[src/common/branch_pkg.sv]
`default_nettype none

package branch_pkg;

   //////////////////////////////////////////////////////////////////////
   // Branch opcode.
   //////////////////////////////////////////////////////////////////////

   localparam int BR_OP_W = 4;  // Width of the decoded opcode.

   // Decoded branch operation, as presented by the decoder.
   // Numeric codes 0 to 8 are also used by the vector file.
   typedef enum logic [BR_OP_W-1:0] {
      BR_NONE = 4'd0,  // No branch this cycle.
      BR_JR   = 4'd1,  // Jump to register A.
      BR_JALR = 4'd2,  // Jump to register A and link.
      BR_BEQ  = 4'd3,  // Branch if A == B.
      BR_BNE  = 4'd4,  // Branch if A != B.
      BR_BLEZ = 4'd5,  // Branch if signed A <= 0.
      BR_BGTZ = 4'd6,  // Branch if signed A > 0.
      BR_J    = 4'd7,  // Jump to instruction index.
      BR_JAL  = 4'd8   // Jump to instruction index and link.
   } branch_op_e;

   // Codes 9 to 15 are unused and
   // decode like BR_NONE in every block.

endpackage

`default_nettype wire
[src/common/branch_if.sv]
`timescale 1ns/1ns
`default_nettype none

//////////////////////////////////////////////////////////////////////
// Target path. Target calculator to resolver.
//////////////////////////////////////////////////////////////////////

interface target_if #(
   parameter int ADDR_W = 11
);

   logic              valid;          // One-cycle strobe.
   logic [ADDR_W-1:0] target;         // Redirect address.
   logic              unconditional;  // JR, JALR, J, JAL.
   logic              link_wr;        // JALR, JAL.
   logic [ADDR_W-1:0] link_addr;      // PC plus one.
   logic              fetch_disable;  // J, JAL.

   modport source (
      output valid, target, unconditional, link_wr, link_addr, fetch_disable
   );

   modport sink (
      input valid, target, unconditional, link_wr, link_addr, fetch_disable
   );

endinterface

//////////////////////////////////////////////////////////////////////
// Condition path. Condition evaluator to resolver.
//////////////////////////////////////////////////////////////////////

// Carries no address, so no width parameter.
interface cond_if;

   logic valid;       // One-cycle strobe.
   logic cond_true;   // Condition holds, zero for non-conditional ops.
   logic op_is_cond;  // BEQ, BNE, BLEZ, BGTZ.
   logic equal;       // A == B, debug view only.

   modport source (
      output valid, cond_true, op_is_cond, equal
   );

   // Equal is not exported to the resolver.
   modport sink (
      input valid, cond_true, op_is_cond
   );

endinterface

`default_nettype wire

[src/hw/branch_unit.sv]
`timescale 1ns/1ns
`default_nettype none

module branch_unit #(
   parameter int ADDR_W  = 11,
   parameter int DATA_W  = 32,
   parameter int INDEX_W = 26
) (
   input  wire                           i_clk,
   input  wire                           i_rst_n,
   input  wire                           i_valid,
   input  wire  [branch_pkg::BR_OP_W-1:0] i_branch_op,
   input  wire  [ADDR_W-1:0]             i_pc,
   input  wire  [DATA_W-1:0]             i_immediate,
   input  wire  [INDEX_W-1:0]            i_instr_index,
   input  wire  [DATA_W-1:0]             i_reg_a,
   input  wire  [DATA_W-1:0]             i_reg_b,
   output logic                          o_valid,
   output logic                          o_taken,
   output logic [ADDR_W-1:0]             o_target,
   output logic                          o_link_wr,
   output logic [ADDR_W-1:0]             o_link_addr,
   output logic                          o_fetch_disable
);

   branch_pkg::branch_op_e branch_op;

   assign branch_op = branch_pkg::branch_op_e'(i_branch_op);  // Raw code to enum.

   target_if #(.ADDR_W(ADDR_W)) tgt_bus ();
   cond_if                      cond_bus ();

   //////////////////////////////////////////////////////////////////////
   // Target and condition, side by side on the same operands.
   //////////////////////////////////////////////////////////////////////

   branch_target_calc #(
      .ADDR_W  (ADDR_W),
      .DATA_W  (DATA_W),
      .INDEX_W (INDEX_W)
   ) u_branch_target_calc (
      .i_clk         (i_clk),
      .i_rst_n       (i_rst_n),
      .i_valid       (i_valid),
      .i_branch_op   (branch_op),
      .i_pc          (i_pc),
      .i_immediate   (i_immediate),
      .i_instr_index (i_instr_index),
      .i_reg_a       (i_reg_a),
      .o_tgt         (tgt_bus)
   );

   branch_condition_eval #(
      .DATA_W (DATA_W)
   ) u_branch_condition_eval (
      .i_clk       (i_clk),
      .i_rst_n     (i_rst_n),
      .i_valid     (i_valid),
      .i_branch_op (branch_op),
      .i_reg_a     (i_reg_a),
      .i_reg_b     (i_reg_b),
      .o_cond      (cond_bus)
   );

   // Fetch redirect, two cycles after i_valid.
   branch_resolver #(
      .ADDR_W (ADDR_W)
   ) u_branch_resolver (
      .i_clk           (i_clk),
      .i_rst_n         (i_rst_n),
      .i_tgt           (tgt_bus),
      .i_cond          (cond_bus),
      .o_valid         (o_valid),
      .o_taken         (o_taken),
      .o_target        (o_target),
      .o_link_wr       (o_link_wr),
      .o_link_addr     (o_link_addr),
      .o_fetch_disable (o_fetch_disable)
   );

endmodule

`default_nettype wire

[src/hw/branch_resolver.sv]
`timescale 1ns/1ns
`default_nettype none

module branch_resolver #(
   parameter int ADDR_W = 11
) (
   input  wire                 i_clk,
   input  wire                 i_rst_n,
   target_if.sink              i_tgt,
   cond_if.sink                i_cond,
   output logic                o_valid,
   output logic                o_taken,
   output logic [ADDR_W-1:0]   o_target,
   output logic                o_link_wr,
   output logic [ADDR_W-1:0]   o_link_addr,
   output logic                o_fetch_disable
);

   logic any_valid;
   logic both_valid;
   logic taken;

   //////////////////////////////////////////////////////////////////////
   // Taken decision.
   //////////////////////////////////////////////////////////////////////

   assign any_valid  = i_tgt.valid || i_cond.valid;
   assign both_valid = i_tgt.valid && i_cond.valid;

   // Producers out of step never redirect.
   assign taken = both_valid &&
                  (i_tgt.unconditional || (i_cond.op_is_cond && i_cond.cond_true));

   //////////////////////////////////////////////////////////////////////
   // Redirect register.
   //////////////////////////////////////////////////////////////////////

   always_ff @(posedge i_clk) begin
      if (!i_rst_n) begin
         o_valid         <= 1'b0;
         o_taken         <= 1'b0;
         o_link_wr       <= 1'b0;
         o_fetch_disable <= 1'b0;
      end else begin
         o_valid         <= any_valid;
         o_taken         <= taken;
         o_link_wr       <= i_tgt.valid && i_tgt.link_wr;      // Zero when idle.
         o_fetch_disable <= i_tgt.valid && i_tgt.fetch_disable;
      end
   end

   // Addresses hold their last resolved value between operations.
   always_ff @(posedge i_clk) begin
      if (!i_rst_n) begin
         o_target    <= '0;
         o_link_addr <= '0;
      end else if (i_tgt.valid) begin
         o_target    <= i_tgt.target;
         o_link_addr <= i_tgt.link_addr;
      end
   end

endmodule

`default_nettype wire

[src/hw/branch_condition/branch_condition_eval.sv]
`timescale 1ns/1ns
`default_nettype none

module branch_condition_eval #(
   parameter int DATA_W = 32
) (
   input  wire                        i_clk,
   input  wire                        i_rst_n,
   input  wire                        i_valid,
   input  branch_pkg::branch_op_e     i_branch_op,
   input  wire  [DATA_W-1:0]          i_reg_a,
   input  wire  [DATA_W-1:0]          i_reg_b,
   cond_if.source                     o_cond
);

   logic a_eq_b;
   logic a_neg;
   logic a_zero;
   logic next_cond;
   logic next_is_cond;

   //////////////////////////////////////////////////////////////////////
   // Operand tests.
   //////////////////////////////////////////////////////////////////////

   assign a_eq_b = (i_reg_a == i_reg_b);
   assign a_neg  = i_reg_a[DATA_W-1];     // Sign bit of A.
   assign a_zero = (i_reg_a == '0);

   // Condition by opcode, zero for anything unconditional.
   always_comb begin
      next_cond    = 1'b0;
      next_is_cond = 1'b1;
      case (i_branch_op)
         branch_pkg::BR_BEQ:  next_cond = a_eq_b;
         branch_pkg::BR_BNE:  next_cond = !a_eq_b;
         branch_pkg::BR_BLEZ: next_cond = a_neg || a_zero;    // A <= 0.
         branch_pkg::BR_BGTZ: next_cond = !a_neg && !a_zero;  // A > 0.
         default: begin
            next_is_cond = 1'b0;  // Jumps and none.
         end
      endcase
   end

   //////////////////////////////////////////////////////////////////////
   // Output register.
   //////////////////////////////////////////////////////////////////////

   always_ff @(posedge i_clk) begin
      if (!i_rst_n) begin
         o_cond.valid      <= 1'b0;
         o_cond.cond_true  <= 1'b0;
         o_cond.op_is_cond <= 1'b0;
      end else begin
         o_cond.valid <= i_valid;
         if (i_valid) begin
            o_cond.cond_true  <= next_cond;
            o_cond.op_is_cond <= next_is_cond;
         end
      end
   end

   // Debug only.
   always_ff @(posedge i_clk) begin
      if (i_valid) begin
         o_cond.equal <= a_eq_b;
      end
   end

endmodule

`default_nettype wire

[src/hw/branch_target/branch_target_calc.sv]
`timescale 1ns/1ns
`default_nettype none

module branch_target_calc #(
   parameter int ADDR_W  = 11,
   parameter int DATA_W  = 32,
   parameter int INDEX_W = 26
) (
   input  wire                        i_clk,
   input  wire                        i_rst_n,
   input  wire                        i_valid,
   input  branch_pkg::branch_op_e     i_branch_op,
   input  wire  [ADDR_W-1:0]          i_pc,
   input  wire  [DATA_W-1:0]          i_immediate,
   input  wire  [INDEX_W-1:0]         i_instr_index,
   input  wire  [DATA_W-1:0]          i_reg_a,
   target_if.source                   o_tgt
);

   logic [ADDR_W-1:0] pc_rel_target;
   logic [ADDR_W-1:0] next_target;
   logic [ADDR_W-1:0] next_link_addr;
   logic              next_uncond;
   logic              next_link_wr;
   logic              next_fetch_dis;

   //////////////////////////////////////////////////////////////////////
   // Address arithmetic.
   //////////////////////////////////////////////////////////////////////

   // PC counts instructions, so the immediate goes in unshifted.
   // Signed add, wraps modulo 2^ADDR_W.
   assign pc_rel_target  = ADDR_W'($signed(i_pc) + $signed(i_immediate[ADDR_W-1:0]));
   assign next_link_addr = i_pc + ADDR_W'(1);  // Return address.

   //////////////////////////////////////////////////////////////////////
   // Opcode decode and target select.
   //////////////////////////////////////////////////////////////////////

   always_comb begin
      next_target    = pc_rel_target;  // Default for conditional and none.
      next_uncond    = 1'b0;
      next_link_wr   = 1'b0;
      next_fetch_dis = 1'b0;
      case (i_branch_op)
         branch_pkg::BR_JR: begin
            next_target = i_reg_a[ADDR_W-1:0];
            next_uncond = 1'b1;
         end
         branch_pkg::BR_JALR: begin
            next_target  = i_reg_a[ADDR_W-1:0];
            next_uncond  = 1'b1;
            next_link_wr = 1'b1;
         end
         branch_pkg::BR_J,
         branch_pkg::BR_JAL: begin
            // Index truncated, no upper PC bits joined on.
            next_target    = i_instr_index[ADDR_W-1:0];
            next_uncond    = 1'b1;
            next_fetch_dis = 1'b1;
            next_link_wr   = (i_branch_op == branch_pkg::BR_JAL);
         end
         default: ;
      endcase
   end

   //////////////////////////////////////////////////////////////////////
   // Output register.
   //////////////////////////////////////////////////////////////////////

   always_ff @(posedge i_clk) begin
      if (!i_rst_n) begin
         o_tgt.valid         <= 1'b0;
         o_tgt.unconditional <= 1'b0;
         o_tgt.link_wr       <= 1'b0;
         o_tgt.fetch_disable <= 1'b0;
      end else begin
         o_tgt.valid <= i_valid;  // One-cycle strobe.
         if (i_valid) begin
            o_tgt.unconditional <= next_uncond;
            o_tgt.link_wr       <= next_link_wr;
            o_tgt.fetch_disable <= next_fetch_dis;
         end
      end
   end

   // Address payload, no reset.
   always_ff @(posedge i_clk) begin
      if (i_valid) begin
         o_tgt.target    <= next_target;
         o_tgt.link_addr <= next_link_addr;
      end
   end

endmodule

`default_nettype wire

[config.mk]
export PLATFORM = sky130hd
export DESIGN_NAME = branch_unit
export DESIGN_NICKNAME = d
export VERILOG_FILES = /design/src/common/branch_pkg.sv /design/src/common/branch_if.sv /design/src/hw/branch_unit.sv /design/src/hw/branch_resolver.sv /design/src/hw/branch_condition/branch_condition_eval.sv /design/src/hw/branch_target/branch_target_calc.sv
export SDC_FILE = /design/constraint.sdc
export NUM_CORES = 1
export LEC_CHECK = 0
export ABC_AREA = 1
export BUFFER_PORTS_ARGS = -buffer_cell sky130_fd_sc_hd__buf_2
export CAP_MARGIN = 25
export CELL_PAD_IN_SITES_DETAIL_PLACEMENT = 0
export CELL_PAD_IN_SITES_GLOBAL_PLACEMENT = 1
export CORE_ASPECT_RATIO = 1.2
export CORE_UTILIZATION = 29
export CTS_BUF_LIST = sky130_fd_sc_hd__clkbuf_4
export CTS_CLUSTER_DIAMETER = 100
export DETAILED_ROUTE_END_ITERATION = 10
export PLACE_DENSITY = 0.9
export SKIP_CTS_REPAIR_TIMING = 1
export SLEW_MARGIN = 20
export SYNTH_ARGS = -nofsm -noshare
export SYNTH_HDL_FRONTEND = slang
export SYNTH_SLANG_ARGS = --single-unit
[constraint.sdc]
create_clock -name i_clk -period 1.45 [get_ports i_clk]
set_input_delay 0 -clock i_clk [delete_from_list [all_inputs] [get_ports i_clk]]
set_output_delay 0 -clock i_clk [all_outputs]
set_load 0.005 [all_outputs]
# == After elaboration in Yosys (flattened, before gate mapping) ==
# Cells that the tools add are included.
# op_classes
eq_ne,9
add_sub_neg,2
mux,6
reduce_logical,15
# ops
operator,count
equality test 32 bit,1
zero test 32 bit,1
case mux 11 bit (2 select lines),1
equality test 4 x 3 -> 1 bit (second input constant),4
adder 11 x 1 -> 11 bit (second input constant),1
adder 11 bit,1
equality test 4 x 2 -> 1 bit (second input constant),2
OR reduction 4 bit,2
logical AND 1 bit,5
equality test 4 x 1 -> 1 bit (second input constant),1
equality test 4 bit (second input constant),1
case mux 1 bit (4 select lines),1
OR reduction 2 bit,2
zero test 1 bit,3
two-way mux 1 bit,3
logical OR 1 bit,2
case mux 1 bit (2 select lines),1
# word_totals
wordCells,46
inputBits,140
out_inout_bits,26
regBits,54

# == Longest topological paths before layout ==
# depth
ltp_word,4
mapped_depth,12
ltp_nobuf,12

# == Hierarchy ==
# A second synthesis with hierarchy kept.
# unflattened
hier_cells,590
hier_area_um2,3856.2
# by_module_without_submodules
mod,area_each_um2,cells_each,n_inst,seq_area_each_um2
branch_target_calc,1826.8,230,1,740.7
branch_resolver,1064.8,154,1,520.5
branch_condition_eval,964.7,206,1,90.1

# == Worst setup path before layout ==
# OpenSTA, ideal clock, no wires.
# synth_timing
path_type,input to register
from,input i_pc[0]
to,register u_branch_target_calc.o_tgt.target[4] (data pin)
setup_ps,271
cell_stages,8
t_arrival_ps,1121
n_path_buf,0
path_slack_ps,58
t_required_ps,1179
cell_sequence,ha_1 -> inv_1 -> fa_1 -> inv_1 -> nand2_1 -> o21ai_0 -> xnor2_1 -> o221ai_1
# synth_between
elab_chain_len,2
# synth_lines
item,line,text
from (decl),branch_unit.sv:13,"input wire [ADDR_W-1:0] i_pc,"
adder 11 bit,branch_target_calc.sv:33,assign pc_rel_target = ADDR_W'($signed(i_pc) + $signed(i_immediate[ADDR_W-1:0]));
case mux 11 bit (2 select lines),branch_target_calc.sv:45,case (i_branch_op)
named net u_branch_target_calc.next_target[4],branch_target_calc.sv:21,logic [ADDR_W-1:0] next_target;
to (signal assigned),branch_target_calc.sv:90,o_tgt.target <= next_target;
to (decl),branch_if.sv:20,"output valid, target, unconditional, link_wr, link_addr, fetch_disable"
# The timed path passes the listed nets, and every way through them passes these cells.
# A chain may end at the register's enable or synchronous reset.

# == Worst setup path after layout ==
# Ends and elaborated chain as after synthesis.

==> flow_metrics.tcl <==
set metrics [dict create \
    fin_area_sq_mm 0.00453 \
    p_per_area_mw_per_mm2 741 \
    gr-total-overflow 0 \
    wirelength_um 8980 \
    syn-cell-area_sq_mm 0.00332 \
    fp.dieH_um 119 \
    synth_cells 458 \
    relSlewSlack_pct 60.3 \
    dp_cells 760 \
    tightest_slew_ps 595 \
    insertion_delay_ps 370 \
    worstPathRequired_ps 1570 \
    yosys-top-cells-area "edfxtp_1 (20%), dfxtp_1 (19%), nand2_1 (12%), nor2_1 (9.5%), inv_1 (6.9%)" \
    yosysSeqAreaShare_pct 39.2 \
    cp_slowest_cell "fa_1" \
    synth_top_area_cell "edfxtp_1" \
    h-tree-depth 2 \
    io_pins 166 \
    grt_max_degree 28 \
    worstSetupPathType "in -> reg" \
    synthArstFlopShare_pct 0 \
    start_util_pct 30.0 \
    numCtsBuffers 5 \
    grt_pass1_vias 3173 \
    die_x_um 99.7 \
    setup_violations 0 \
    route.detailed.drc 0 \
    place.gp.congestion 0.839 \
    path_clk_slew_ps 160 \
    antenna_found_initial 1 \
    synth_nets 610 \
    synthFlopType "dfxtp_1" \
    synth_area_per_cell_sq_um 7.26 \
    ys_ff_latch 54 \
    fin_crit_ps 1250 \
    cts.sinks 54 \
    maxClockFrequency_mhz 800 \
    synth_cell_types 34 \
    critPathMaxFanout 2 \
    dr_total_vias 3377 \
    grt_pass1_wl_um 14600 \
    wire_per_inst_um 11.5 \
    cts_tree "done" \
    hold_path_class "in -> reg" \
    cap_viol_max_count 0 \
    firstDrtPassIters 5 \
    yosysTopAreaCellShare_pct 19.9 \
    crit_chain "buf_2 -> ha_1 -> inv_1 -> fa_1 -> inv_1 -> nand2_1 -> o21ai_0 -> xnor2_1 -> o221ai_1" \
    die-area_sq_mm 0.0119 \
    power_w 0.00336 \
    area.growth.synth_to_final_pct 36.4 \
    crit_path_start_kind "input port" \
    grt_setup_unrepaired "no" \
    skew_ps 20.1 \
    nets 780 \
    ctsLongestPathBuffers 2 \
    yosys.cell_count.top_type "nand2_1" \
    cpMostUsedCell "inv_1" \
    leakage_nw 2.30 \
    row_count 42 \
    hpwlAfterDp_um 7590 \
    synth_edf_count 22 \
    yosysWarnings 0 \
    setup_ws_ps 200 \
    port_buffers 129 \
    critPathMaxStageDelay_ps 380 \
    hold_violations 0 \
    detail_route.iter0.violations 124 \
    cp-end-kind "register" \
    status "complete, no violations" \
    period_share_pct 86.2 \
    max-vdd-ir-drop_mv 0.417 \
    cts_root_buf "clkbuf_4" \
    core_area_sq_mm 0.0111 \
    ant_nets 0 \
    crit_arrival_ps 1370 \
    drive_gt1_share_pct 29.3 \
    placed_cell_area_sq_mm 0.00433 \
    drv_slew 0 \
    synthTopCellsByCount "nand2_1 (110), nor2_1 (84), inv_1 (61)" \
    track_usage_pct 15.4 \
    fin_cells 784 \
    via_per_inst 4.31 \
    dp_worst_setup_slack_ps -203 \
]
report_power, final:
part	internal, W	switching [W]	total [W]
clock	0.000184	0.000456	0.000641
sequential	0.00173	0.0000502	0.00178
combinational	0.000448	0.000493	0.000942
total	0.00236	0.00100	0.00336
sequential cells by signal (all words and copies together) (netlist names), 11 cells and up:
register                              flops
u_branch_target_calc.o_tgt.target        11
u_branch_target_calc.o_tgt.link_addr     11
u_branch_resolver.o_target               11
u_branch_resolver.o_link_addr            11
cell families after synthesis:
kind of cell / synth area share [%]
buf+inv: 8.47
flops: 39.2
simple gates: 27.3
fa+ha+maj: 4.74
xor+xnor: 8.43
compound gates: 11.9
final timing paths:
check	slack [ps]	cells after the start	to	from
max	200	9	u_branch_target_calc.o_tgt.target[4]	i_pc[0]
min	30	4	u_branch_target_calc.o_tgt.target[10]	i_instr_index[10]
max reg2reg	370	3	u_branch_resolver.o_link_addr[5]	u_branch_condition_eval.o_cond.valid
min reg2reg	450	2	u_branch_resolver.o_link_wr	u_branch_target_calc.o_tgt.link_wr
worst max-delay path, delay by kind of cell:
kind                       cells  cell delay [ps]
AOI/OAI and AO/OA              2              350
xor gates and xnor gates       1              150
adders and majority gates      2              550
buffers and inverters          3              240
and+or+nand+nor                1               80
cells in the final DEF (no fill, tap or decap), types with 7 or more instances in the layout:
master	count
dlygate4sd3_1	15
edfxtp_1	22
inv_1	61
a21oi_1	12
dfxtp_1	32
xnor2_1	26
nor2_1	84
buf_4	26
inv_2	7
ha_1	11
nand3_1	16
buf_2	129
o21ai_0	32
nand2_1	110
through the flow:
stage	util [%]	TNS [ps]	hold WS (ps)
after floorplan	-	0	93.5
after global placement	39.0	-323	301
after detailed placement	39.0	-609	301
after CTS	39.5	0	-95.4
after global routing	40.9	0	27.0
final	40.9	0	27.6
final cells by class:
type | count | area [sq um]
Inverter | 67 | 251
Clock buffer | 5 | 37.5
Multi-Input combinational cell | 330 | 1740
Fill cell | 1193 | 6560
Tap cell | 154 | 193
Timing Repair Buffer | 170 | 991
Clock inverter | 3 | 16.3
Antenna cell | 1 | 2.50
Sequential cell | 54 | 1300
metal layers:
layer	track usage, %	vias to the layer above	wire (um)
li1	-	1787	-
met1	17.5	1475	3800
met2	29.3	105	4660
met3	2.11	10	395
met4	4.41	0	118
met5	0	-	0
No activity file was read; power rests on OpenSTA's default activity.
